[src/vdp_pkg.sv]
// Standard MSX2 mode subset only, register numbers above R19 and the extended palette are absent
package vdp_pkg;

  // CPU port selector, the low two address bits of ports 98h to 9Bh
  typedef enum logic [1:0] {
    port_vram     = 2'd0,
    port_ctrl     = 2'd1,
    port_palette  = 2'd2,
    port_indirect = 2'd3
  } vdp_port_e;

  // Decoded screen mode
  typedef enum logic [3:0] {
    graphic1  = 4'd0,
    graphic2  = 4'd1,
    graphic3  = 4'd2,
    graphic4  = 4'd3,
    graphic5  = 4'd4,
    graphic6  = 4'd5,
    graphic7  = 4'd6,
    text1     = 4'd7,
    text2     = 4'd8,
    multi     = 4'd9,
    text1q    = 4'd10,
    multiq    = 4'd11,
    mode_none = 4'd15   // Any other M5..M1 pattern
  } vdp_mode_e;

  localparam int REG_NUM_W    = 6;
  localparam int STATUS_NUM_W = 4;
  localparam int PAL_INDEX_W  = 8;

  localparam logic [REG_NUM_W-1:0] R_MODE0       = 6'd0;
  localparam logic [REG_NUM_W-1:0] R_MODE1       = 6'd1;
  localparam logic [REG_NUM_W-1:0] R_FRAME_COL   = 6'd7;
  localparam logic [REG_NUM_W-1:0] R_SPRITE_CTRL = 6'd8;
  localparam logic [REG_NUM_W-1:0] R_FORMAT      = 6'd9;
  localparam logic [REG_NUM_W-1:0] R_STATUS_SEL  = 6'd15;
  localparam logic [REG_NUM_W-1:0] R_PAL_INDEX   = 6'd16;
  localparam logic [REG_NUM_W-1:0] R_INDIRECT    = 6'd17;
  localparam logic [REG_NUM_W-1:0] R_HINT_LINE   = 6'd19;

  localparam logic [4:0] VDP_ID_V9958 = 5'd2;   // S#1 chip code

  // Power-on colours, 3 bits per channel in the top of each byte
  localparam logic [7:0] PAL_INIT_R [16] = '{8'h00, 8'h00, 8'h20, 8'h60, 8'h20, 8'h40, 8'hA0, 8'h40,
                                             8'hE0, 8'hE0, 8'hC0, 8'hC0, 8'h20, 8'hC0, 8'hA0, 8'hE0};
  localparam logic [7:0] PAL_INIT_G [16] = '{8'h00, 8'h00, 8'hC0, 8'hE0, 8'h20, 8'h60, 8'h20, 8'hC0,
                                             8'h20, 8'h60, 8'hC0, 8'hC0, 8'h80, 8'h40, 8'hA0, 8'hE0};
  localparam logic [7:0] PAL_INIT_B [16] = '{8'h00, 8'h00, 8'h20, 8'h60, 8'hE0, 8'hE0, 8'h20, 8'hE0,
                                             8'h20, 8'h60, 8'h20, 8'h80, 8'h20, 8'hA0, 8'hA0, 8'hE0};

endpackage

[src/vdp_reg_bus_if.sv]
// Strobes are one clock wide and appear in the cycle after the CPU request that caused them
`timescale 1ns/100ps

interface vdp_reg_bus_if;

  logic                          reg_wr;     // Register write strobe
  logic [vdp_pkg::REG_NUM_W-1:0] reg_num;
  logic [7:0]                    reg_data;
  logic                          status_rd;  // CPU read of the control port

  modport decoder (
    output reg_wr,
    output reg_num,
    output reg_data,
    output status_rd
  );

  modport listener (
    input reg_wr,
    input reg_num,
    input reg_data,
    input status_rd
  );

endinterface

[src/vdp_status_read.sv]
// Only S#0 to S#2 exist, sprite and command status bits read as zero and other numbers read FFh
`timescale 1ns/100ps

module vdp_status_read #(
  parameter logic [4:0] VDP_ID = vdp_pkg::VDP_ID_V9958
) (
  input  logic                             reset,     // Clock
  input  logic                             clk21m,    // Asynchronous reset, active high
  input  logic                             req,
  input  logic                             wrt,
  input  vdp_pkg::vdp_port_e               port,
  input  logic [vdp_pkg::STATUS_NUM_W-1:0] status_num,
  input  logic                             vsync_int_n,
  input  logic                             hsync_int_n,
  input  logic                             field,
  output logic [7:0]                       dbi,
  output logic                             clr_vsync_int,
  output logic                             clr_hsync_int,
  vdp_reg_bus_if.listener                  bus
);

  import vdp_pkg::*;

  logic [STATUS_NUM_W-1:0] rd_num;    // R15 at the last CPU read
  logic                    hint_wr;   // Write that drops the line interrupt

  always_ff @(posedge reset or posedge clk21m) begin
    if (clk21m) begin
      dbi     <= 8'h00;
      rd_num  <= '0;
      hint_wr <= 1'b0;
    end else begin
      hint_wr <= bus.reg_wr && (bus.reg_num == R_HINT_LINE ||
                                (bus.reg_num == R_MODE0 && bus.reg_data[4]));
      if (req && !wrt) begin
        rd_num <= status_num;
        if (port == port_ctrl) begin
          case (status_num)
            STATUS_NUM_W'(0): dbi <= {~vsync_int_n, 7'b0000000};
            STATUS_NUM_W'(1): dbi <= {2'b00, VDP_ID, ~hsync_int_n};
            STATUS_NUM_W'(2): dbi <= {4'b0000, 2'b11, field, 1'b0};
            default:          dbi <= 8'hFF;
          endcase
        end else begin
          dbi <= 8'hFF;   // VRAM, palette and indirect ports
        end
      end
    end
  end

  // Decoder strobe marks the cycle after a control port read
  assign clr_vsync_int = bus.status_rd && (rd_num == STATUS_NUM_W'(0));
  assign clr_hsync_int = (bus.status_rd && (rd_num == STATUS_NUM_W'(1))) || hint_wr;

endmodule

[src/flat_wrapper.sv]
// flat-port wrapper written by rule: the top's interface ports become plain ports
module vdp_status_read_flat import vdp_pkg::*;
#(
  parameter logic [4:0] VDP_ID = vdp_pkg::VDP_ID_V9958
)
  (reset, clk21m, req, wrt, port, status_num, vsync_int_n, hsync_int_n, field, dbi, clr_vsync_int, clr_hsync_int, bus_reg_wr, bus_reg_num, bus_reg_data, bus_status_rd);
  vdp_reg_bus_if bus_i ();
  input  logic reset;
  input  logic clk21m;
  input  logic req;
  input  logic wrt;
  input  vdp_pkg::vdp_port_e port;
  input  logic [vdp_pkg::STATUS_NUM_W-1:0] status_num;
  input  logic vsync_int_n;
  input  logic hsync_int_n;
  input  logic field;
  output logic [7:0] dbi;
  output logic clr_vsync_int;
  output logic clr_hsync_int;
  input wire logic [$bits(bus_i.reg_wr)-1:0] bus_reg_wr;
  input wire logic [$bits(bus_i.reg_num)-1:0] bus_reg_num;
  input wire logic [$bits(bus_i.reg_data)-1:0] bus_reg_data;
  input wire logic [$bits(bus_i.status_rd)-1:0] bus_status_rd;
  assign bus_i.reg_wr = bus_reg_wr;
  assign bus_i.reg_num = bus_reg_num;
  assign bus_i.reg_data = bus_reg_data;
  assign bus_i.status_rd = bus_status_rd;
  vdp_status_read #(.VDP_ID(VDP_ID)) u_core (.reset(reset), .clk21m(clk21m), .req(req), .wrt(wrt), .port(port), .status_num(status_num), .vsync_int_n(vsync_int_n), .hsync_int_n(hsync_int_n), .field(field), .dbi(dbi), .clr_vsync_int(clr_vsync_int), .clr_hsync_int(clr_hsync_int), .bus(bus_i));
endmodule
[config.mk]
export PLATFORM = sky130hd
export DESIGN_NAME = vdp_status_read_flat
export DESIGN_NICKNAME = d
export VERILOG_FILES = /design/src/vdp_pkg.sv /design/src/vdp_reg_bus_if.sv /design/src/vdp_status_read.sv /design/src/flat_wrapper.sv
export SDC_FILE = /design/constraint.sdc
export NUM_CORES = 1
export LEC_CHECK = 0
export BUFFER_PORTS_ARGS = -buffer_cell sky130_fd_sc_hd__buf_4
export CAP_MARGIN = 20
export CORE_MARGIN = 4
export CORE_UTILIZATION = 42
export CTS_BUF_LIST = sky130_fd_sc_hd__clkbuf_8 sky130_fd_sc_hd__clkbuf_16
export CTS_CLUSTER_DIAMETER = 150
export DETAILED_ROUTE_END_ITERATION = 16
export PLACE_DENSITY_LB_ADDON = 0.08
export SLEW_MARGIN = 20
export SYNTH_ARGS = -nofsm -noshare
export SYNTH_HDL_FRONTEND = slang
export SYNTH_SLANG_ARGS = --single-unit
export TNS_END_PERCENT = 1
[constraint.sdc]
create_clock -name reset -period 1.45 [get_ports reset]
set_input_delay 0.3625 -clock reset [delete_from_list [all_inputs] [get_ports reset]]
set_output_delay 0.3625 -clock reset [all_outputs]
set_load 0.02 [all_outputs]
# Word-level counts from Yosys, hierarchy flattened
# Index checks and enable logic that the tools add are counted.
# Widths: inputs -> output; s select.
op_classes:
  n_bitwise: 2
  eq_ne: 5
  mux: 2
  n_reduce_logical: 11
ops:
  columns: ["cell", "n"]
  rows:
  - ["$pmux 8 s3", 1]
  - ["$eq 4x1->1 const B", 2]
  - ["$logic_not 4->1", 2]
  - ["$mux 8", 1]
  - ["$eq 6x5->1 const B", 1]
  - ["$logic_not 6->1", 1]
  - ["$logic_and 1x1->1", 5]
  - ["$eq 4x2->1 const B", 1]
  - ["$eq 2x1->1 const B", 1]
  - ["$logic_or 1x1->1", 2]
  - ["$not 1->1", 2]
  - ["$logic_not 1->1", 1]
word_totals:
  input_bits: 29
  register_bits: 13
  word_cells: 23

# Logic depth before layout (Yosys ltp)
logic_depth:
  ltp_word: 4
  ltp_mapped: 4
  mapped_depth_nobuf: 3

# Worst setup path before layout
# OpenSTA, ideal clock, no wires.
synth_timing:
  path_kind: "flip-flop to output port"
  start: "register u_core.rd_num[3]"
  end: "output port clr_hsync_int"
  arrival_ns: 1.227
  path_slack_ns: -0.139
  stages_incl_launch_ff: 3
  cell_sequence: "dfrtp_1 -> nand2b_1 -> o41ai_1"
synth_between:
  elab_chain_cells: 3
synth_lines:
  columns: ["element", "line_no", "rtl"]
  rows:
  - ["start, declared", "vdp_status_read.sv:24", "logic [STATUS_NUM_W-1:0] rd_num;"]
  - ["start signal, assigned", "vdp_status_read.sv:36", "rd_num <= status_num;"]
  - ["$eq 4x1->1", "vdp_status_read.sv:53", "assign clr_hsync_int = (bus.status_rd && (rd_num == STATUS_NUM_W'(1))) || hint_wr;"]
  - ["$logic_and 1x1->1", "vdp_status_read.sv:53", null]
  - ["$logic_or 1x1->1", "vdp_status_read.sv:53", null]
  - ["end, declared", "flat_wrapper.sv:19", "output logic clr_hsync_int;"]
# Every way passes these cells.

# Final worst setup path
layout_timing:
  start: "register u_core.rd_num[1]"
  end: "output port clr_hsync_int"
# The elaborated chain is that of the path after synthesis.

==> flow_summary.json <==
{
  "cts_tree": "done",
  "htreeDepth": 1,
  "die_x_um": 44.5,
  "finClkSkew_ns": 0,
  "ff2ff_path_depth": 2,
  "tns_ns": -0.0594,
  "ys_seq_area_frac": 0.492,
  "cp-end-kind": "output port",
  "max_cap_viol_count": 0,
  "max-slew-margin-rel": 0.592,
  "p_int_mw": 0.606,
  "r2r_end": "u_core.dbi[7]$_DFFE_PP0P_",
  "drive_above_1_share": 0.478,
  "holdBufCountCts": 0,
  "rsz0062_at_grt": "true",
  "setup_viol": 2,
  "slowest_stage": "dfrtp_1",
  "grt_pass1_vias": 557,
  "clkSlewWorstSetupHoldPaths_ns": 0.05,
  "place_ws_ns": -0.0831,
  "yosys-top-cells-area": "dfrtp_1 49%, nand2_1 8.7%, nor2_1 4.7%",
  "min_period_ns": 1.50,
  "drt-total-wl_um": 1520,
  "layout.nets": 122,
  "critical_path_class": "flip-flop to output port",
  "row_count": 12,
  "grt-ovfl-total": 0,
  "hold_violations": 0,
  "hpwl_um": 1280,
  "vias": 539,
  "cts_max_path_buffers": 2,
  "yosysTopAreaCell": "dfrtp_1",
  "violations": "setup timing",
  "p_switching_mw": 0.206,
  "leakage_nw": 0.418,
  "gp_congestion": 0.763,
  "required_ns": 1.09,
  "antenna_found_initial": 0,
  "drt_pass1_iterations": 2,
  "holdWs_ns": 0.125,
  "fmax_mhz": 665,
  "cp-start-kind": "flip-flop",
  "cts-buffers-inserted": 3,
  "ant_nets": 0,
  "io_buffers": 31,
  "path_cells": "o41ai_2 -> buf_4",
  "hp-class": "input pin to asynchronous set/reset pin",
  "drtIter0Drc": 5,
  "layout_worst_path_cycle_share": 1.04,
  "layoutNonFillerInstCount": 106,
  "arrival_ns": 1.14,
  "initial_utilization": 0.472,
  "grt_max_degree": 12,
  "postSynthAreaPerCell_um2": 9.64,
  "yosysTopAreaCellShare": 0.492,
  "fin_ws_ns": -0.0542,
  "area_delta_synth_final_pct": 54.1,
  "numClockSinks": 11,
  "vias_per_cell": 5.08,
  "core_area_mm2": 0.00119,
  "ir_drop_v": 0.000767,
  "yosys_warnings": 0,
  "die-area_mm2": 0.00198,
  "postSynthCellCount": 58,
  "clkLatencyLatePin_ns": 0.23,
  "syn_area_um2": 559,
  "syn_nets": 87,
  "seqPwrFrac": 0.431,
  "io_pins": 39,
  "grt_usage": 0.179,
  "tightest_slew_ns": 0.610,
  "status": "complete, but fails checks",
  "swShare": 0.253,
  "rr_startpoint": "u_core.dbi[7]$_DFFE_PP0P_",
  "crit_fanout": 3,
  "power_mw": 0.812,
  "die_h_um": 44.5,
  "drc": 0,
  "antennaDiodeCount": 0,
  "reg2reg_setup_slack_ns": 0.73,
  "slowest_delay_ns": 0.39,
  "ys_types": 21,
  "synth_seq_cells": 11,
  "grt_first_pass_wirelength_um": 2550,
  "power.density_mw_per_mm2": 942,
  "cts.root.buffer_cell": "clkbuf_8",
  "clkPwrFrac": 0.357,
  "slew_viol_final": 0,
  "wl_per_cell_um": 14.3,
  "placed_cells": 102,
  "pwr-share-comb": 0.212
}
==> layout by cell type, fill, tap and decap left out <==
cell type  synthesis  layout
a211oi_4           1       1
a21oi_1            2       2
a31oi_1            1       1
buf_4              2      34
clkbuf_8           0       3
dfrtp_1           11      11
inv_1              3       4
nand2_1           13      13
nand2b_1           3       2
nand2b_4           1       2
nor2_1             7       7
nor2b_1            1       1
nor4_1             2       2
nor4b_1            1       1
o21ai_0            3       3
o22ai_1            1       1
o32ai_2            1       1
o41ai_2            0       1
or4_4              1       1
or4b_4             1       1
==> logic make-up after synthesis <==
family | count (synthesis) | synth area share
simple gates | 30 | 0.286
flops | 11 | 0.492
buf+inv | 7 | 0.0738
compound gates | 10 | 0.148
==> Yosys cell counts (all sizes together) <==
master / instances
nor2: 7
nand2: 13
buf: 3
o21ai: 3
a21oi: 2
a31oi: 1
clkbuf: 1
nand2b: 4
a211oi: 1
inv: 3
o32ai: 1
dfrtp: 11
or4b: 1
o41ai: 1
o22ai: 1
nor4: 2
or4: 1
nor4b: 1
nor2b: 1
==> worst max-delay path by stage <==
stage / end / slack [ns] / startpoint
2_1_floorplan: clr_vsync_int / -0.05 / u_core.rd_num[3]$_DFFE_PP0P_
3_3_place_gp: u_core.dbi[1]$_DFFE_PP0P_ / -0.07 / status_num[2]
3_5_place_dp: u_core.dbi[1]$_DFFE_PP0P_ / -0.08 / status_num[2]
4_1_cts: clr_hsync_int / -0.06 / u_core.rd_num[1]$_DFFE_PP0P_
5_1_grt: clr_hsync_int / -0.13 / u_core.rd_num[1]$_DFFE_PP0P_
6_report: clr_hsync_int / -0.05 / u_core.rd_num[1]$_DFFE_PP0P_
==> metal layers <==
metal,global-route usage,up-vias,part of all wire
met5,0,-,0
met4,0.0542,0,0.0066
met3,0.0528,2,0.066
met2,0.341,19,0.57
met1,0.184,255,0.36
li1,-,263,-
==> worst max-delay path, delay by kind of cell, from the launching register on <==
kind	cells	cell delay, ns
DFF	1	0.39
AOI/OAI and AO/OA	1	0.33
buffers and inverters	1	0.19
==> power groups by stage <==
stage	clock, mW	sequential (mW)	combinational, mW
6_report	0.290	0.350	0.172
5_1_grt	0.323	0.353	0.188
4_1_cts	0.295	0.350	0.175
3_5_place_dp	0	0.355	0.170
3_3_place_gp	0	0.353	0.163
2_1_floorplan	0	0.364	0.0655
==> layout make-up <==
cell class / instances / area (um2)
clock buffers: 3 / 41.3
flip-flops and latches: 11 / 275
inverters: 3 / 11.3
fillers: 94 / 324
multi-input cells: 40 / 258
well taps: 14 / 17.5
repair buffers: 34 / 255
clock inverters: 1 / 3.75
==> timing repair <==
action / CTS / global route
endpoints found under the setup margin: 2 / 2
setup buffers: 0 / 0
resized for setup: 1 / 0
==> sequential cells by signal, indices dropped and copies added (netlist names) <==
signal,count
u_core.dbi,6
u_core.hint_wr,1
u_core.rd_num,4
==> metrics by stage <==
step,utilization,instance area (um2)
3_3_place_gp,0.682,810
4_1_cts,0.727,862
5_1_grt,0.727,862
6_report,0.727,862
2_1_floorplan,-,567
3_5_place_dp,0.682,810
Power figures use the tool's default switching activity.
