==> src/vdp_pkg.sv <==
// Standard MSX2 mode subset only, register numbers above R19 and the extended palette are absent
package vdp_pkg;

  // CPU port selector, the low two address bits of ports 98h to 9Bh
  typedef enum logic [1:0] {
    port_vram     = 2'd0,
    port_ctrl     = 2'd1,
    port_palette  = 2'd2,
    port_indirect = 2'd3
  } vdp_port_e;

  // Decoded screen mode
  typedef enum logic [3:0] {
    graphic1  = 4'd0,
    graphic2  = 4'd1,
    graphic3  = 4'd2,
    graphic4  = 4'd3,
    graphic5  = 4'd4,
    graphic6  = 4'd5,
    graphic7  = 4'd6,
    text1     = 4'd7,
    text2     = 4'd8,
    multi     = 4'd9,
    text1q    = 4'd10,
    multiq    = 4'd11,
    mode_none = 4'd15   // Any other M5..M1 pattern
  } vdp_mode_e;

  localparam int REG_NUM_W    = 6;
  localparam int STATUS_NUM_W = 4;
  localparam int PAL_INDEX_W  = 8;

  localparam logic [REG_NUM_W-1:0] R_MODE0       = 6'd0;
  localparam logic [REG_NUM_W-1:0] R_MODE1       = 6'd1;
  localparam logic [REG_NUM_W-1:0] R_FRAME_COL   = 6'd7;
  localparam logic [REG_NUM_W-1:0] R_SPRITE_CTRL = 6'd8;
  localparam logic [REG_NUM_W-1:0] R_FORMAT      = 6'd9;
  localparam logic [REG_NUM_W-1:0] R_STATUS_SEL  = 6'd15;
  localparam logic [REG_NUM_W-1:0] R_PAL_INDEX   = 6'd16;
  localparam logic [REG_NUM_W-1:0] R_INDIRECT    = 6'd17;
  localparam logic [REG_NUM_W-1:0] R_HINT_LINE   = 6'd19;

  localparam logic [4:0] VDP_ID_V9958 = 5'd2;   // S#1 chip code

  // Power-on colours, 3 bits per channel in the top of each byte
  localparam logic [7:0] PAL_INIT_R [16] = '{8'h00, 8'h00, 8'h20, 8'h60, 8'h20, 8'h40, 8'hA0, 8'h40,
                                             8'hE0, 8'hE0, 8'hC0, 8'hC0, 8'h20, 8'hC0, 8'hA0, 8'hE0};
  localparam logic [7:0] PAL_INIT_G [16] = '{8'h00, 8'h00, 8'hC0, 8'hE0, 8'h20, 8'h60, 8'h20, 8'hC0,
                                             8'h20, 8'h60, 8'hC0, 8'hC0, 8'h80, 8'h40, 8'hA0, 8'hE0};
  localparam logic [7:0] PAL_INIT_B [16] = '{8'h00, 8'h00, 8'h20, 8'h60, 8'hE0, 8'hE0, 8'h20, 8'hE0,
                                             8'h20, 8'h60, 8'h20, 8'h80, 8'h20, 8'hA0, 8'hA0, 8'hE0};

endpackage

==> src/vdp_reg_bus_if.sv <==
// Strobes are one clock wide and appear in the cycle after the CPU request that caused them
`timescale 1ns/100ps

interface vdp_reg_bus_if;

  logic                          reg_wr;     // Register write strobe
  logic [vdp_pkg::REG_NUM_W-1:0] reg_num;
  logic [7:0]                    reg_data;
  logic                          status_rd;  // CPU read of the control port

  modport decoder (
    output reg_wr,
    output reg_num,
    output reg_data,
    output status_rd
  );

  modport listener (
    input reg_wr,
    input reg_num,
    input reg_data,
    input status_rd
  );

endinterface

==> src/vdp_palette.sv <==
// Standard two-byte palette writes land at once with no dot-timing arbitration, R16 sets index 0 to 15
`timescale 1ns/100ps

module vdp_palette (
  input  logic                            reset,        // Clock
  input  logic                            clk21m,       // Asynchronous reset, active high
  input  logic                            pal_wr,
  input  logic [7:0]                      pal_data,
  input  logic [vdp_pkg::PAL_INDEX_W-1:0] palette_addr,
  output logic [7:0]                      palette_r,
  output logic [7:0]                      palette_g,
  output logic [7:0]                      palette_b,
  vdp_reg_bus_if.listener                 bus
);

  import vdp_pkg::*;

  localparam int NUM_ENTRIES = 2 ** PAL_INDEX_W;

  logic                   first_byte;   // Next byte carries red and blue
  logic [PAL_INDEX_W-1:0] index;
  logic [2:0]             red_q;
  logic [2:0]             blue_q;
  logic                   ram_we;
  logic [PAL_INDEX_W-1:0] ram_addr;
  logic [7:0]             wr_data [3];                // R, G, B
  logic [7:0]             ram     [3][NUM_ENTRIES];
  logic [7:0]             rd_data [3];

  function automatic logic [7:0] init_value(int ch, int entry);
    logic [7:0] value;
    value = 8'h00;
    if (entry < 16) begin
      case (ch)
        0:       value = PAL_INIT_R[entry[3:0]];
        1:       value = PAL_INIT_G[entry[3:0]];
        default: value = PAL_INIT_B[entry[3:0]];
      endcase
    end
    return value;
  endfunction

  // --------------------------------------------------------------------------
  // Byte assembly and index
  // --------------------------------------------------------------------------
  always_ff @(posedge reset or posedge clk21m) begin
    if (clk21m) begin
      first_byte <= 1'b1;
      index      <= '0;
      red_q      <= 3'b000;
      blue_q     <= 3'b000;
    end else if (bus.reg_wr && bus.reg_num == R_PAL_INDEX) begin
      index      <= PAL_INDEX_W'(bus.reg_data[3:0]);
      first_byte <= 1'b1;
    end else if (pal_wr) begin
      if (first_byte) begin
        red_q      <= pal_data[6:4];
        blue_q     <= pal_data[2:0];
        first_byte <= 1'b0;
      end else begin
        first_byte <= 1'b1;
        index      <= index + PAL_INDEX_W'(1);   // Wraps past 255
      end
    end
  end

  assign ram_we   = pal_wr && !first_byte;
  assign ram_addr = ram_we ? index : palette_addr;   // Write address takes the port

  assign wr_data[0] = {red_q, 5'b00000};
  assign wr_data[1] = {pal_data[2:0], 5'b00000};
  assign wr_data[2] = {blue_q, 5'b00000};

  // --------------------------------------------------------------------------
  // Colour RAMs
  // --------------------------------------------------------------------------
  always_ff @(posedge reset or posedge clk21m) begin
    if (clk21m) begin
      for (int ch = 0; ch < 3; ch++) begin
        for (int i = 0; i < NUM_ENTRIES; i++) begin
          ram[ch][i] <= init_value(ch, i);
        end
      end
    end else if (ram_we) begin
      for (int ch = 0; ch < 3; ch++) begin
        ram[ch][ram_addr] <= wr_data[ch];
      end
    end
  end

  always_ff @(posedge reset) begin
    for (int ch = 0; ch < 3; ch++) begin
      rd_data[ch] <= ram[ch][ram_addr];
    end
  end

  assign palette_r = rd_data[0];
  assign palette_g = rd_data[1];
  assign palette_b = rd_data[2];

endmodule

==> src/flat_wrapper.sv <==
// flat-port wrapper written by rule: the top's interface ports become plain ports
module vdp_palette_flat import vdp_pkg::*;
  (reset, clk21m, pal_wr, pal_data, palette_addr, palette_r, palette_g, palette_b, bus_reg_wr, bus_reg_num, bus_reg_data, bus_status_rd);
  vdp_reg_bus_if bus_i ();
  input  logic reset;
  input  logic clk21m;
  input  logic pal_wr;
  input  logic [7:0] pal_data;
  input  logic [vdp_pkg::PAL_INDEX_W-1:0] palette_addr;
  output logic [7:0] palette_r;
  output logic [7:0] palette_g;
  output logic [7:0] palette_b;
  input wire logic [$bits(bus_i.reg_wr)-1:0] bus_reg_wr;
  input wire logic [$bits(bus_i.reg_num)-1:0] bus_reg_num;
  input wire logic [$bits(bus_i.reg_data)-1:0] bus_reg_data;
  input wire logic [$bits(bus_i.status_rd)-1:0] bus_status_rd;
  assign bus_i.reg_wr = bus_reg_wr;
  assign bus_i.reg_num = bus_reg_num;
  assign bus_i.reg_data = bus_reg_data;
  assign bus_i.status_rd = bus_status_rd;
  vdp_palette u_core (.reset(reset), .clk21m(clk21m), .pal_wr(pal_wr), .pal_data(pal_data), .palette_addr(palette_addr), .palette_r(palette_r), .palette_g(palette_g), .palette_b(palette_b), .bus(bus_i));
endmodule
==> config.mk <==
export PLATFORM = sky130hd
export DESIGN_NAME = vdp_palette_flat
export DESIGN_NICKNAME = d
export VERILOG_FILES = /design/src/vdp_pkg.sv /design/src/vdp_reg_bus_if.sv /design/src/vdp_palette.sv /design/src/flat_wrapper.sv
export SDC_FILE = /design/constraint.sdc
export NUM_CORES = 2
export LEC_CHECK = 0
export BUFFER_PORTS_ARGS = -buffer_cell sky130_fd_sc_hd__buf_4
export CAP_MARGIN = 5
export CORE_ASPECT_RATIO = 0.6
export CORE_MARGIN = 8
export CORE_UTILIZATION = 55
export CTS_CLUSTER_DIAMETER = 30
export DETAILED_ROUTE_END_ITERATION = 7
export HOLD_SLACK_MARGIN = 0.02
export PLACE_DENSITY = 0.71
export SLEW_MARGIN = 5
export SYNTH_ARGS = -nofsm -noshare
export SYNTH_HDL_FRONTEND = slang
export SYNTH_SLANG_ARGS = --single-unit
==> constraint.sdc <==
create_clock -name reset -period 99.3 [get_ports reset]
set_input_delay 9.93 -clock reset [delete_from_list [all_inputs] [get_ports reset]]
set_output_delay 9.93 -clock reset [all_outputs]
set_load 0.01 [all_outputs]
# Word-level counts from Yosys, hierarchy flattened
# Memories as Yosys holds them, arrays and structs flattened.
# Cells that the tools add are included.
# op_classes
n_reduce_logical,7
addsub,1
bitwise_logic,2
n_lt_le_gt_ge,2
n_eq_ne,2
muxes,21
# ops
cell,count
bitwise mux 2048 bit,3
binary-select mux 8 bit (select 8 bit),3
two-way mux 8 bit,11
demux 8 bit (select 8 bit),1
">= comparator 9 bit, second input constant",1
"less-than comparator 9 x 1 -> 1 bit, second input constant",1
NOT 8 -> 9 bit,1
"adder 8 x 1 -> 8 bit, second input constant",1
"equality test 6 x 5 -> 1 bit, second input constant",1
logical AND 1 bit,3
two-way mux 1 bit,3
AND reduction 3 bit,1
"!= test 2 bit, second input constant",1
AND reduction 2 bit,1
nonzero test 2 bit,1
zero test 1 bit,1
NOT 1 bit,1
# totals
ff_bits,6159
wordCells,808
output_inout_bits,24
memories,1
ramBits,24
# mem_list
memory,words,word_bits,read_ports,rd_clocked_by_memory_dff,write_ports,line_no,source
u_core.rd_data,3,8,3,0,3,vdp_palette.sv:28,logic [7:0] rd_data [3];

# Logic depth before layout (Yosys ltp)
# depth
word_depth,9
mapped_depth,12

# Worst setup path after synthesis
# Ideal clock, no wire load.
# synth_timing
path_kind,in2reg
startpoint,in pal_wr
endpoint,mem u_core.rd_data[1][6] (netlist: u_core.rd_data[0][14])
setup_slack_ps,87126
cell_stages,12
t_arrival_ps,12040
setup_ps,134
path_cell_list,nand2b_1 buf_2 a31o_1 buf_6 buf_6 clkbuf_1 a22o_1 a221oi_2 o22ai_1 nor4_1 a21oi_1 or4_1
# synth_rtl
item,line_no,source
start: declaration,flat_wrapper.sv:7,input logic pal_wr;
end: declaration,vdp_palette.sv:28,

==> impl_results.md <==
- Cell types with the largest area share after synthesis: dfrtp_1, mux2_2, a22o_1
- Peak fanout along the critical path: 122
- Number of setup buffers added after CTS: 0
- Number of max-cap violations: 0
- Commonest register cell after synthesis: dfrtp_1
- Clock tree from TritonCTS: built
- Cell type contributing the most total cell area after synthesis: dfrtp_1
- PwrDens: 22.1 nW/um2
- Required time of the worst setup path: 100.01 ns
- Clock buffer count from CTS: 320
- Most common cell after layout, fill and taps aside: mux2_2
- Final-stage net count: 7162
- Setup Skew: 0.0390 ns
- Number of cells produced by synthesis: 7231
- Synth Warn #: 0
- Die span in x: 572 um
- Number of input and output port buffers inserted: 36
- Combinational family with the most area after synthesis: multiplexers
- Critical path arrival: 15.29 ns
- Final core utilization: 0.626
- Routed WL: 293000 um
- First drt pass iteration count: 6
- Cell Rows: 122
- Later-pin clock latency in the skew report: 0.84 ns
- Synth cell types: 53
- Layout cells sized above 1: 0.443
- Ys async rst share: 0.996
- EDFF count, synth: 0
- IR Drop Worst-Case VDD: 0.0232 mV
- Flops & latches, synth: 2328
- Level count of the clock H-tree: 5
- Area share of and/or/nand/nor cells after synthesis: 0.0228
- Setup CP Type: in2reg
- Mean cell area of the mapped netlist: 14.1 um2
- First DRT Iteration DRCs: 6842
- Crit. End Element: register
- Static leakage: 54.9 nW
- Run status: finished clean
- First-pass GRT wire length: 445000 um
- Top-level I/O count: 59
- Number of antenna violations at the first check in global routing: 5
- Post-CTS resize count: 0
- Highest clock frequency the design can meet: 68.6 MHz
- Placed wire-length estimate after detailed placement: 178000 um
- Routed wire length on met2: 126000 um
- Worst min path class: reg2reg
- Vias after detailed routing: 67.4k
- Die ar.: 200000 um2
- Clock slew seen by the registers of the worst setup and hold paths: 0.06 ns
- Initial Utilization: 0.553
- Fraction of the yosys area taken by sequential cells: 0.572
- Worst-case clock buffer depth: 4
- Number of setup violations in the final report: 0
- Per-cell via count in the routed design: 6.83
- Critical path startpoint category: input port
- Compound-Gate Fraction of Synth Area: 0.121
- Final hold violation count: 0
- Sinks on Clock Net: 2328
- Library cell used as clock root buffer: clkbuf_16
- DRC violations left: 0
- Cell area after technology mapping: 102000 um2
- Area growth syn-to-layout: 13.2%
- Core region area: 184000 um2
- Period minus WS final: 14.58 ns
- Maximum number of pins on one net before global-route repair: 180
- ANT nets after route: 0
- Global-route usage over all layers: 0.289
- Final Max Slew Viols: 0
- Routed wire length per instance: 29.7 um
- Synth Area in XOR/XNOR: 0.000516
- Fraction of post-synthesis cell area in the top cell type by area: 0.550
- Proportion of synthesized area in mux cells: 0.255
- Filler Cell Count: 13.4k
- Commonest cells after routing, fill and taps aside: mux2_2, dfrtp_1, a22o_1
- Chip Height: 349 um
- Detailed-routing wirelength on met1: 129000 um
- Share of the clock period used by the worst path after layout: 0.147
- Met3 routed WL: 29900 um
- Measured slew at the worst slew-check pin: 1.39 ns
- Number of buffers inserted by hold repair at cts: 0
- Relative slew margins: 0.0621
- Number of global-route vias before repair: 68.8k
- Post-route setup TNS: 0 ns
- Overflow left after global routing: 0
- Share of synthesized cell area in full adder, half adder and majority cells: 0.000123
- Setup repair after global routing missed its margin: no
- Top metal layer carrying routed signals: met5
- Final Wtd Congestion: 0.915
-- cell type report --
| class | count | area, um2 | area share |
|---|---|---|---|
| clock inverters | 215 | 2730 | 0.0236 |
| well taps | 2480 | 3100 | 0.0269 |
| repair buffers | 179 | 1520 | 0.0131 |
| diodes | 13 | 32.5 | 0.000282 |
| inverters | 8 | 37.5 | 0.000325 |
| clock buffers | 365 | 8510 | 0.0738 |
| flip-flops and latches | 2328 | 58300 | 0.506 |
| multi-input cells | 4289 | 41100 | 0.356 |
-- critical path: stages --
cell and delay (ns):
buf_4 0.13, and2b_1 0.73, o31ai_4 0.10, buf_12 0.33
buf_4 0.45, buf_4 0.42, a221oi_1 0.65, o22ai_1 0.19
nor4_1 1.13, a21oi_1 0.47, or4_1 0.59
-- logic make-up after synthesis --
group | Yosys count
muxes | 2311
xor gates and xnor gates | 6
buffers and inverters | 628
adders and majority gates | 1
AOI/OAI and AO/OA | 1501
DFF | 2328
other | 1
and+or+nand+nor | 455
-- cell usage after synthesis, types with 2 or more instances --
library cell	instances
nor3_2	7
a22o_1	576
clkbuf_1	415
nand3_1	24
xnor2_1	3
nor2_2	48
o21ai_0	4
mux2_2	2292
nand3b_1	2
or3_1	3
nor3_4	2
dfstp_2	78
nand2_2	27
a31o_2	3
a21oi_1	37
nor4_1	72
buf_6	26
nor2_1	55
o31ai_1	6
dfrtp_1	2241
and2_1	6
or4_1	10
nor3_1	6
buf_4	26
nand2b_1	3
inv_1	8
xor2_1	3
buf_1	34
a31o_1	2
nor3b_1	3
nand4_1	4
dfxtp_1	9
a221oi_1	557
mux2_1	18
a221oi_2	19
a31oi_1	6
nand2_1	175
buf_2	119
o22ai_1	288
-- per-stage QoR --
stage                     power, mW  std cells  area (um2)  setup WS [ns]  hold WS (ns)
after floorplan                1.26       7245      102000          23.97         0.464
after global placement         1.34       9283      104000          84.07         0.473
after detailed placement       1.36       9283      104000          84.18         0.486
after CTS                      2.55       9863      115000          85.08         0.497
after global routing           2.62       9864      115000          84.75         0.507
final                          2.55       9877      115000          84.72         0.491
-- state kept, by name (all words and copies together) (netlist names) --
register           count
u_core.ram          2304
u_core.index           8
u_core.red_q           3
u_core.first_byte      1
u_core.rd_data         9
u_core.blue_q          3
-- path summary, 6_finish.rpt --
kind | startpoint | end | slack (ns) | depth (start not counted)
setup / recovery | pal_wr | u_core.rd_data[0][21]$_DFF_P_ | 84.72 | 11
hold / removal | u_core.ram[981]$_DFFE_PP0P_ | u_core.ram[981]$_DFFE_PP0P_ | 0.49 | 1
setup reg to reg | u_core.first_byte$_DFFE_PP1P_ | u_core.rd_data[0][21]$_DFF_P_ | 93.50 | 10
hold reg to reg | u_core.ram[981]$_DFFE_PP0P_ | u_core.ram[981]$_DFFE_PP0P_ | 0.49 | 1
max in group asynchronous | clk21m | u_core.ram[918]$_DFFE_PP0P_ | 85.72 | 6
min in group asynchronous | clk21m | u_core.ram[4399]$_DFFE_PP0P_ | 9.31 | 2
-- power breakdown --
group / switching [mW] / internal [mW]
Combinational: 0.212 / 0.0788
Clock: 0.457 / 0.741
Sequential: 0.0489 / 1.01
Total: 0.718 / 1.83
-- per-layer routing --
metal | global-route usage | vias to the layer above
met3 | 0.0869 | 569
met1 | 0.427 | 36199
li1 | - | 27684
met2 | 0.409 | 2958
met5 | 0 | -
met4 | 0.0898 | 6
Note: power is estimated with default switching activity, not from simulation.
