==> src/vdp_pkg.sv <==
// Standard MSX2 mode subset only, register numbers above R19 and the extended palette are absent
package vdp_pkg;

  // CPU port selector, the low two address bits of ports 98h to 9Bh
  typedef enum logic [1:0] {
    port_vram     = 2'd0,
    port_ctrl     = 2'd1,
    port_palette  = 2'd2,
    port_indirect = 2'd3
  } vdp_port_e;

  // Decoded screen mode
  typedef enum logic [3:0] {
    graphic1  = 4'd0,
    graphic2  = 4'd1,
    graphic3  = 4'd2,
    graphic4  = 4'd3,
    graphic5  = 4'd4,
    graphic6  = 4'd5,
    graphic7  = 4'd6,
    text1     = 4'd7,
    text2     = 4'd8,
    multi     = 4'd9,
    text1q    = 4'd10,
    multiq    = 4'd11,
    mode_none = 4'd15   // Any other M5..M1 pattern
  } vdp_mode_e;

  localparam int REG_NUM_W    = 6;
  localparam int STATUS_NUM_W = 4;
  localparam int PAL_INDEX_W  = 8;

  localparam logic [REG_NUM_W-1:0] R_MODE0       = 6'd0;
  localparam logic [REG_NUM_W-1:0] R_MODE1       = 6'd1;
  localparam logic [REG_NUM_W-1:0] R_FRAME_COL   = 6'd7;
  localparam logic [REG_NUM_W-1:0] R_SPRITE_CTRL = 6'd8;
  localparam logic [REG_NUM_W-1:0] R_FORMAT      = 6'd9;
  localparam logic [REG_NUM_W-1:0] R_STATUS_SEL  = 6'd15;
  localparam logic [REG_NUM_W-1:0] R_PAL_INDEX   = 6'd16;
  localparam logic [REG_NUM_W-1:0] R_INDIRECT    = 6'd17;
  localparam logic [REG_NUM_W-1:0] R_HINT_LINE   = 6'd19;

  localparam logic [4:0] VDP_ID_V9958 = 5'd2;   // S#1 chip code

  // Power-on colours, 3 bits per channel in the top of each byte
  localparam logic [7:0] PAL_INIT_R [16] = '{8'h00, 8'h00, 8'h20, 8'h60, 8'h20, 8'h40, 8'hA0, 8'h40,
                                             8'hE0, 8'hE0, 8'hC0, 8'hC0, 8'h20, 8'hC0, 8'hA0, 8'hE0};
  localparam logic [7:0] PAL_INIT_G [16] = '{8'h00, 8'h00, 8'hC0, 8'hE0, 8'h20, 8'h60, 8'h20, 8'hC0,
                                             8'h20, 8'h60, 8'hC0, 8'hC0, 8'h80, 8'h40, 8'hA0, 8'hE0};
  localparam logic [7:0] PAL_INIT_B [16] = '{8'h00, 8'h00, 8'h20, 8'h60, 8'hE0, 8'hE0, 8'h20, 8'hE0,
                                             8'h20, 8'h60, 8'h20, 8'h80, 8'h20, 8'hA0, 8'hA0, 8'hE0};

endpackage

==> src/vdp_reg_bus_if.sv <==
// Strobes are one clock wide and appear in the cycle after the CPU request that caused them
`timescale 1ns/100ps

interface vdp_reg_bus_if;

  logic                          reg_wr;     // Register write strobe
  logic [vdp_pkg::REG_NUM_W-1:0] reg_num;
  logic [7:0]                    reg_data;
  logic                          status_rd;  // CPU read of the control port

  modport decoder (
    output reg_wr,
    output reg_num,
    output reg_data,
    output status_rd
  );

  modport listener (
    input reg_wr,
    input reg_num,
    input reg_data,
    input status_rd
  );

endinterface

==> src/vdp_port_decoder.sv <==
// VRAM data and address bytes are swallowed, and the CPU side never waits on ack
`timescale 1ns/100ps

module vdp_port_decoder (
  input  logic               reset,     // Clock
  input  logic               clk21m,    // Asynchronous reset, active high
  input  logic               req,
  input  logic               wrt,
  input  vdp_pkg::vdp_port_e port,
  input  logic [7:0]         dbo,
  output logic               ack,
  output logic               pal_wr,
  output logic [7:0]         pal_data,
  vdp_reg_bus_if.decoder     bus
);

  import vdp_pkg::*;

  logic                 first_byte;   // Control port waits for its data byte
  logic [7:0]           p1_data;      // Buffered first byte
  logic [REG_NUM_W-1:0] r17_num;      // Indirect target register
  logic                 r17_inc;      // Auto-increment after each indirect write

  // --------------------------------------------------------------------------
  // CPU request decode
  // --------------------------------------------------------------------------
  always_ff @(posedge reset or posedge clk21m) begin
    if (clk21m) begin
      ack           <= 1'b0;
      pal_wr        <= 1'b0;
      pal_data      <= 8'h00;
      first_byte    <= 1'b1;
      p1_data       <= 8'h00;
      r17_num       <= '0;
      r17_inc       <= 1'b0;
      bus.reg_wr    <= 1'b0;
      bus.reg_num   <= '0;
      bus.reg_data  <= 8'h00;
      bus.status_rd <= 1'b0;
    end else begin
      ack           <= req;
      pal_wr        <= 1'b0;
      bus.reg_wr    <= 1'b0;
      bus.status_rd <= 1'b0;

      if (req && !wrt) begin
        if (port == port_ctrl) begin
          first_byte    <= 1'b1;   // Status read restarts the byte pairing
          bus.status_rd <= 1'b1;
        end
      end else if (req && wrt) begin
        case (port)
          port_ctrl: begin
            if (first_byte) begin
              first_byte <= 1'b0;
              p1_data    <= dbo;
            end else begin
              first_byte <= 1'b1;
              // 1x selects a register, 0x would be a VRAM address
              if (dbo[7]) begin
                bus.reg_wr   <= 1'b1;
                bus.reg_num  <= dbo[REG_NUM_W-1:0];
                bus.reg_data <= p1_data;
              end
            end
          end
          port_palette: begin
            pal_wr   <= 1'b1;
            pal_data <= dbo;
          end
          port_indirect: begin
            bus.reg_num  <= r17_num;
            bus.reg_data <= dbo;
            bus.reg_wr   <= (r17_num != R_INDIRECT);   // R17 never targets itself
            if (r17_inc) begin
              r17_num <= r17_num + REG_NUM_W'(1);
            end
          end
          default: begin
            // VRAM data port, nothing behind it
          end
        endcase
      end

      // R17 follows our own strobe and wins over an increment in the same cycle
      if (bus.reg_wr && bus.reg_num == R_INDIRECT) begin
        r17_num <= bus.reg_data[REG_NUM_W-1:0];
        r17_inc <= ~bus.reg_data[7];
      end
    end
  end

endmodule

==> src/flat_wrapper.sv <==
// flat-port wrapper written by rule: the top's interface ports become plain ports
module vdp_port_decoder_flat import vdp_pkg::*;
  (reset, clk21m, req, wrt, port, dbo, ack, pal_wr, pal_data, bus_reg_wr, bus_reg_num, bus_reg_data, bus_status_rd);
  vdp_reg_bus_if bus_i ();
  input  logic reset;
  input  logic clk21m;
  input  logic req;
  input  logic wrt;
  input  vdp_pkg::vdp_port_e port;
  input  logic [7:0] dbo;
  output logic ack;
  output logic pal_wr;
  output logic [7:0] pal_data;
  output wire logic [$bits(bus_i.reg_wr)-1:0] bus_reg_wr;
  output wire logic [$bits(bus_i.reg_num)-1:0] bus_reg_num;
  output wire logic [$bits(bus_i.reg_data)-1:0] bus_reg_data;
  output wire logic [$bits(bus_i.status_rd)-1:0] bus_status_rd;
  assign bus_reg_wr = bus_i.reg_wr;
  assign bus_reg_num = bus_i.reg_num;
  assign bus_reg_data = bus_i.reg_data;
  assign bus_status_rd = bus_i.status_rd;
  vdp_port_decoder u_core (.reset(reset), .clk21m(clk21m), .req(req), .wrt(wrt), .port(port), .dbo(dbo), .ack(ack), .pal_wr(pal_wr), .pal_data(pal_data), .bus(bus_i));
endmodule
==> config.mk <==
export PLATFORM = sky130hd
export DESIGN_NAME = vdp_port_decoder_flat
export DESIGN_NICKNAME = d
export VERILOG_FILES = /design/src/vdp_pkg.sv /design/src/vdp_reg_bus_if.sv /design/src/vdp_port_decoder.sv /design/src/flat_wrapper.sv
export SDC_FILE = /design/constraint.sdc
export NUM_CORES = 1
export LEC_CHECK = 0
export BUFFER_PORTS_ARGS = -buffer_cell sky130_fd_sc_hd__buf_4
export CAP_MARGIN = 20
export CORE_MARGIN = 10
export CORE_UTILIZATION = 48
export DETAILED_ROUTE_END_ITERATION = 12
export GPL_TIMING_DRIVEN = 0
export PLACE_DENSITY = 0.73
export SYNTH_ARGS = -nofsm -noshare
export SYNTH_HDL_FRONTEND = slang
export SYNTH_SLANG_ARGS = --single-unit
==> constraint.sdc <==
create_clock -name reset -period 1.75 [get_ports reset]
set_input_delay 0.2625 -clock reset [delete_from_list [all_inputs] [get_ports reset]]
set_output_delay 0.2625 -clock reset [all_outputs]
set_load 0.1 [all_outputs]
**Word level (Yosys, flattened, before mapping)**

Index checks and enable logic that the tools add are counted.

- Register bits after elaboration: 42
- Output and inout port bits: 26

- Add/sub/neg operators: 1
- Equality and inequality tests: 8
- Multiplexer cells: 26
- Bitwise gates (word level): 2
- Reduce and logical (&&, ||, !) cells: 14

Operators by type and width:

| cell | number |
|---|---|
| $mux W6 | 7 |
| $mux W8 | 2 |
| $pmux W8 S2 | 1 |
| $mux W1 | 14 |
| $pmux W6 S2 | 1 |
| $reduce_bool A2 Y1 | 5 |
| $reduce_and A4 Y1 | 2 |
| $add A6 B1 Y6 const B | 1 |
| $eq A6 B5 Y1 const B | 1 |
| $ne A2 B2 Y1 const B | 3 |
| $ne A6 B5 Y1 const B | 1 |
| $reduce_and A5 Y1 | 1 |
| $eq A2 B2 Y1 const B | 2 |
| $logic_and A1 B1 Y1 | 3 |
| $reduce_and A3 Y1 | 1 |
| $eq A2 B1 Y1 const B | 1 |
| $not A1 Y1 | 2 |
| $pmux W1 S2 | 1 |
| $reduce_and A2 Y1 | 1 |
| $logic_not A1 Y1 | 1 |

**Logic depth before layout (Yosys ltp)**

Gate-level depths: netlist of run 1.

- Depth after elaboration: 6
- Depth in mapped cells: 5
- Mapped depth without buffers: 5

**Least setup slack after synthesis of run 1**

No wires, ideal clock.

- Path kind: reg-to-reg
- Start point: reg u_core.bus.reg_wr
- End point: reg u_core.r17_num[1]
- Library setup time: 0.120 ns
- Data arrival time: 2.049 ns
- Required time: 1.630 ns
- Slack: -0.419 ns
- Cell stages (with the launch flop): 6
- Clock period less this slack: 2.169 ns
- Path through: dfrtp_1 > or4b_1 > buf_2 > or2_1 > buf_6 > a31o_1

- Cells in the longest elaborated chain, start to end: 3
- Elaborated cells on any way between the ends: 7
- Classes of those cells: 1 x eq/ne; 1 x mux; 5 x reduce/logical

RTL lines:

| element | line | RTL |
|---|---|---|
| from (decl) | vdp_reg_bus_if.sv:12 | `output reg_wr,` |
| from (signal assigned) | vdp_port_decoder.sv:74 | `bus.reg_wr <= (r17_num != R_INDIRECT);` |
| $logic_and A1 B1 Y1 * | vdp_port_decoder.sv:86 | `if (bus.reg_wr && bus.reg_num == R_INDIRECT) begin` |
| $ne A2 B2 Y1 (no line) or $reduce_bool A2 Y1 (tied branches) | - |  |
| $reduce_and A4 Y1 (no line) | - |  |
| to (signal assigned) | vdp_port_decoder.sv:76 | `r17_num <= r17_num + REG_NUM_W'(1);` |
| to (signal assigned) | vdp_port_decoder.sv:87 | `r17_num <= bus.reg_data[REG_NUM_W-1:0];` |
| to (decl) | vdp_port_decoder.sv:21 | `logic [REG_NUM_W-1:0] r17_num;` |

Every way passes the cells marked *; elsewhere a longest branch is shown, timed or not.
A chain may end at the register's enable or synchronous reset.

**Worst setup path after layout of run 1**

- Start point: reg u_core.bus.reg_num[1]
- End point: reg u_core.r17_num[1]

- Cells in the longest elaborated chain, start to end: 4
- Elaborated cells on any way between the ends: 8
- Classes of those cells: 2 x eq/ne; 1 x mux; 5 x reduce/logical

RTL lines:

| element | line | RTL |
|---|---|---|
| from (decl) | vdp_reg_bus_if.sv:13 | `output reg_num,` |
| from (signal assigned) | vdp_port_decoder.sv:62 | `bus.reg_num <= dbo[REG_NUM_W-1:0];` |
| from (signal assigned) | vdp_port_decoder.sv:72 | `bus.reg_num <= r17_num;` |
| $eq A6 B5 Y1 * | vdp_port_decoder.sv:86 |  |
| $logic_and A1 B1 Y1 * | vdp_port_decoder.sv:86 |  |
| $ne A2 B2 Y1 (no line) or $reduce_bool A2 Y1 (tied branches) | - |  |
| $reduce_and A4 Y1 (no line) | - |  |

Marked as above.

==> out/qor.txt, run 1 <==
Via density -> 5.53
Post-Syn Nets -> 159
Routed Antenna Nets -> 0
Antenna cell count -> 0
Residual DRC -> 0
Pre-Repair DR Iteration Count -> 4
CP Data Required Time -> 1.93 ns
Final Slew Violations -> 0
Synthesis-stage register bit count -> 42
Largest cells by area after synthesis -> dfrtp_1 54%, mux2_2 17%, mux2_1 7.7%
Mean routed wirelength per cell -> 17.8 um
TritonCTS clock tree -> done
Largest net degree at the start of global routing -> 43
Core area -> 3740 um2
R2R cell count -> 4
RSZ-0062 raised after global routing -> false
Root Driver -> clkbuf_8
Total number of vias -> 1315
Chip Width -> 83.0 um
Iteration-0 DRC Markers -> 71
H-tree levels -> 2
Max Cap Violations -> 0
Worst Hold Class -> in2reg
Post-synth top area share -> 53.9%
Slew margin rel. -> 42.2%
Total track usage -> 12.7%
Num CTS Buffers -> 5
Mapped cell area -> 1900 um2
Final instance area -> 2360 um2
Worst R2R Start -> u_core.bus.reg_num[1]
WP data arrival -> 1.88 ns
CTS sink count -> 42
Area grow syn2layout -> 24.1%
Status -> finished clean
HPWL after detailed placement -> 3140 um
Crit path max fanout -> 7
FP Rows -> 22
CTS max path bufs -> 2
Post-Route WL -> 4240 um
Initial antenna violation count -> 0
I/O Buffers -> 39
Yosys Warn Count -> 0
Hold_ws -> 0.114 ns
Cell area power density -> 1720 nW/um2
Global-route wire length before repair -> 7420 um
Hold Violations, Final -> 0
R2r endpoint -> u_core.r17_num[1]
Clk_skew -> 0.00368 ns
Die Ht -> 83.0 um
Clock transition at path regs -> 0.07 ns
Most frequent cells in the layout -> 40 x buf_4, 35 x dfrtp_1, 29 x mux2_2
Number of distinct library cells after synthesis -> 30
Vias in the first global route -> 1470
Cell taking the most area after synthesis -> dfrtp_1
Clock Latency Late Sink -> 0.29 ns
Final count of negative-setup-slack endpoints -> 0
Register area share after synthesis -> 55.3%
Dpl cell area -> 2270 um2
Avg Cell Area, Syn -> 13.3 um2
Layout cells sized above 1 -> 45.8%
Post-Synthesis Cells -> 143
Critical path endpoint category -> flip-flop
Initial Utilization -> 50.8%
Worst slew pin tran -> 0.866 ns
Max Freq -> 588 MHz
Final period util -> 97.1%
Leakage -> 1.03 nW
R2r setup slk -> 0.05 ns
CP startpoint -> u_core.bus.reg_num[1]
Nets -> 205
Startpoint Class -> flip-flop
Worst setup path end -> u_core.r17_num[1]
Ports -> 40
Gr ovfl total -> 0
Routability cong. -> 0.882
Max VDD drop -> 0.889 mV
Most common cell after layout, fill and taps aside -> buf_4
Crit path time final -> 1.70 ns
Critical path class -> reg2reg
Die ar. -> 6880 um2
[worst max-delay path, cell delays in order (launching register included)]
cell and delay, ns:
dfrtp_4 0.49, or4b_4 0.56, or2_1 0.24, buf_6 0.14
a31o_1 0.17
[sequential cells by signal, indices dropped and copies added (netlist names)]
| signal | count |
|---|---|
| u_core.pal_wr | 1 |
| u_core.bus.reg_num | 6 |
| u_core.first_byte | 1 |
| u_core.bus.status_rd | 1 |
| u_core.bus.reg_data | 8 |
| u_core.p1_data | 8 |
| u_core.pal_data | 8 |
| u_core.r17_num | 6 |
| u_core.ack | 1 |
| u_core.bus.reg_wr | 1 |
| u_core.r17_inc | 1 |
[per-stage QoR]
step | utilization [%] | cells | setup slack, ns | setup TNS (ns) | power [mW]
after global routing | 63.1 | 238 | 0.00451 | 0 | 4.27
after global placement | 60.8 | 230 | -0.205 | -0.881 | 3.47
after floorplan | - | 143 | -0.172 | -0.831 | 3.04
after CTS | 62.7 | 237 | 0.00239 | 0 | 4.10
after detailed placement | 60.8 | 230 | -0.0482 | -0.106 | 3.52
final | 63.1 | 238 | 0.0504 | 0 | 4.07
[cell families (layout without fill, tap and decap cells)]
group           Yosys count  count (layout)  synth area share (%)
fa+ha+maj                 2               2                  1.31
simple gates             26              26                  8.61
buf+inv                  12              59                  2.96
flops                    42              42                  55.3
compound gates           17              17                  5.92
mux                      44              44                  25.9
[power breakdown]
group / switching (mW) / internal (mW) / total (mW)
Combinational: 1.52 / 0.495 / 2.02
Clock: 0.300 / 0.283 / 0.584
Sequential: 0.212 / 1.26 / 1.47
Total: 2.03 / 2.04 / 4.07
[synth_stat cells (all sizes together)]
master,number
mux2,42
dfrtp,41
inv,7
nor3,6
o21ai,6
a31oi,5
buf,4
or3,4
nand4,3
ha,2
mux2i,2
nand2,2
nand4b,2
nor2b,2
o31ai,2
or4,2
a31o,1
and3b,1
clkbuf,1
dfstp,1
nand3,1
nand3b,1
o2111a,1
o21a,1
o31a,1
or2,1
or4b,1
[per-layer routing]
| layer | up-vias | global-route usage [%] | wire length [um] | part of all wire (%) |
|---|---|---|---|---|
| li1 | 622 | - | - | - |
| met1 | 646 | 15.8 | 1940 | 46 |
| met2 | 43 | 20.6 | 2040 | 48 |
| met3 | 4 | 4.20 | 222 | 5.2 |
| met4 | 0 | 3.38 | 31 | 0.73 |
| met5 | - | 0 | 0 | 0 |
[how the worst min path moves through the flow]
stage | start | end | slack [ns] | cells past startpoint
5_1_grt | req | u_core.ack | 0.10 | 1
3_3_place_gp | req | u_core.ack | 0.40 | 1
2_1_floorplan | req | u_core.ack | 0.29 | 0
6_report | req | u_core.ack | 0.11 | 1
3_5_place_dp | req | u_core.ack | 0.41 | 1
4_1_cts | req | u_core.ack | 0.11 | 1
[cell type report]
cell class                      count  area, um2
Multi-Input combinational cell     89        805
Inverter                            7       26.3
Buffer                              4       25.0
Timing Repair Buffer               40        300
Tap cell                           48       60.1
Fill cell                         312       1380
Sequential cell                    42       1060
Clock buffer                        8       80.1
[timing repair]
action | CTS | global route
setup buffers | 0 | 1
endpoints found under the setup margin | 6 | 6
gates resized for setup | 1 | 1
hold buffers | 0 | 0
pin swaps | 0 | 1
Note: power is estimated with default switching activity, not from simulation.
==> inputs of run 2 (changes only) <==
ABC_AREA = 1   (was unset)
==> run 2 against run 1 <==
Net effect:
- clock skew increased by 0.0050 ns
- critical endpoint is now u_core.bus.reg_data[3]
- sequential cell count unchanged
- die area increased by 1.9%
- first-iteration DRC count increased by 49%
==> out/qor.txt, run 2 <==
Slew margin rel. -> 42.9%
Post-Synthesis Cells -> 242
CTS sink count -> 42
Post-synthesis mux area share -> 0%
Final period util -> 85.5%
Max VDD drop -> 0.640 mV
R2R cell count -> 7
Antenna cell count -> 0
Final instance area -> 2420 um2
Cts repair resizes -> 0
Die ar. -> 7020 um2
Crit path max fanout -> 10
DR WL met2 -> 2010 um
Async SR Flop Fraction -> 100%
Final Slew Violations -> 0
Switching share of power -> 46.0%
CP Data Required Time -> 1.99 ns
H-tree levels -> 2
Iteration-0 DRC Markers -> 106
Die Ht -> 83.8 um
Hold_buf cts -> 0
RSZ-0062 raised after global routing -> false
Num CTS Buffers -> 5
Avg Cell Area, Syn -> 8.07 um2
Clk_skew -> 0.00868 ns
Top post-synthesis cells by count -> 92 x nand2_1, 41 x dfrtp_1, 23 x inv_1, 22 x o21ai_0, 18 x nand3_1
Non-Filler Instances -> 339
Leakage -> 1.29 nW
Critical path class -> reg2reg
Hold_sp -> req
Most common cell after layout, fill and taps aside -> nand2_1
Root Driver -> clkbuf_8
Largest cells by area after synthesis -> dfrtp_1 53%, nand2_1 18%, o21ai_0 5.6%
Residual DRC -> 0
Ports -> 40
TritonCTS clock tree -> done
Vias in the first global route -> 1721
Switching power -> 1.60 mW
Post-synthesis simple-gate area fraction -> 26.8%
CTS max path bufs -> 2
Crit path time final -> 1.50 ns
Area grow syn2layout -> 24.0%
FP Rows -> 23
Max Freq -> 668 MHz
Worst slew pin tran -> 0.855 ns
Sequential share of power -> 36.8%
Initial Utilization -> 49.1%
Routability cong. -> 0.852
Hold Violations, Final -> 0
Pre-Repair DR Iteration Count -> 4
Core area -> 3970 um2
Gr ovfl total -> 0
XOR/XNOR Fraction of Synth Area -> 1.35%
Register area share after synthesis -> 53.9%
Via density -> 4.92
Cell taking the most area after synthesis -> dfrtp_1
Clock share of power -> 22.2%
Final count of negative-setup-slack endpoints -> 0
Global-route wire length before repair -> 7930 um
Chip Width -> 83.8 um
Dpl cell area -> 2310 um2
EDFF count, synth -> 0
Placed Cells incl. Taps -> 331
Worst path max stage delay -> 0.55 ns
Combinational Power Share -> 41.0%
Internal power -> 1.87 mW
Mapped cell area -> 1950 um2
Cell area power density -> 1430 nW/um2
Top_reg_cell synth -> dfrtp_1
R2r endpoint -> u_core.bus.reg_data[3]
Most frequent cell after synthesis -> nand2_1
Number of distinct library cells after synthesis -> 20
Post-CTS setup buffers -> 0
Worst Hold Class -> in2reg
Max Cap Violations -> 0
CP Cell Sequence -> inv_1, nand2_1, nand2_1, nand3_1, clkbuf_1, nand2_1, nand2_1
R2r setup slk -> 0.25 ns
Yosys Warn Count -> 0
Routed Antenna Nets -> 0
Worst path slowest cell -> dfstp_2
Top flop regs -> u_core.bus.reg_data: 8 flops, u_core.p1_data: 8 flops, u_core.pal_data: 8 flops
Largest net degree at the start of global routing -> 43
Hold_ws -> 0.0842 ns
Worst setup path end -> u_core.bus.reg_data[3]
Startpoint Class -> flip-flop
Met1 Routed Length -> 2160 um
Worst R2R Start -> u_core.first_byte
Initial antenna violation count -> 0
Status -> finished clean
Critical path endpoint category -> flip-flop
Clock Latency Late Sink -> 0.30 ns
Total track usage -> 13.7%
Nets -> 304
Most frequent cells in the layout -> 92 x nand2_1, 39 x buf_4, 39 x dfrtp_1
Clock transition at path regs -> 0.09 ns
Post-synth top area share -> 52.6%
Top Layer Used -> met4
Total number of vias -> 1669
Largest family of logic cells by synthesized area -> simple AND/OR/NAND/NOR gates
Post-Route WL -> 4520 um
WP buf/inv -> 2
Fin Setup TNS -> 0 ns
Synthesis-stage register bit count -> 42
Post-synthesis compound-gate area fraction -> 10.1%
HPWL after detailed placement -> 3360 um
Layout cells sized above 1 -> 21.8%
Critical path depth -> 7
CP startpoint -> u_core.first_byte
Most frequent CP cell -> nand2_1
I/O Buffers -> 39
Adder-Cell Fraction of Synth Area -> 1.28%
WP data arrival -> 1.73 ns
Post-Syn Nets -> 258
CP delay by family, top -> flip-flops
Mean routed wirelength per cell -> 13.3 um
Wire length on met3 -> 251 um
[run 2: power by group through the flow]
stage | Combinational [mW] | Sequential, mW | Clock [mW]
after floorplan | 0.292 | 2.11 | 0
after global placement | 1.42 | 1.29 | 0
after detailed placement | 1.43 | 1.30 | 0
after CTS | 1.44 | 1.28 | 0.778
after global routing | 1.51 | 1.31 | 0.827
final | 1.42 | 1.28 | 0.769
[run 2: how the worst min path moves through the flow]
stage / endpoint / cells past startpoint / slack [ns]
after detailed placement: u_core.ack / 1 / 0.40
after global placement: u_core.ack / 1 / 0.39
after CTS: u_core.ack / 1 / 0.08
after global routing: u_core.ack / 1 / 0.08
final: u_core.ack / 1 / 0.08
after floorplan: u_core.ack / 0 / 0.29
[run 2: layout make-up]
class                      count  area, um2
fill                         365       1550
sequential                    42       1050
multi-input combinational    167        772
timing repair buffer          39        293
inverter                      27        101
clock buffer                   6       72.6
tap                           50       62.6
clock inverter                 2       37.5
buffer                         6       26.3
[run 2: per-layer routing]
layer / vias up / track usage, %
met5: - / 0
met4: 0 / 6.24
li1: 858 / -
met2: 32 / 22.1
met1: 771 / 16.2
met3: 8 / 4.59
[run 2: metrics by stage]
step | power (mW) | util [%] | setup WS [ns]
3_3_place_gp | 2.72 | 58.2 | -0.156
6_report | 3.47 | 60.9 | 0.253
2_1_floorplan | 2.41 | - | 0.0113
4_1_cts | 3.49 | 60.9 | 0.243
5_1_grt | 3.65 | 60.9 | 0.122
3_5_place_dp | 2.73 | 58.2 | 0.270
[run 2: logic make-up after synthesis]
family	Yosys count
and+or+nand+nor	123
buffers and inverters	33
adders and majority gates	2
xor gates and xnor gates	3
DFF	42
AOI/OAI and AO/OA	39
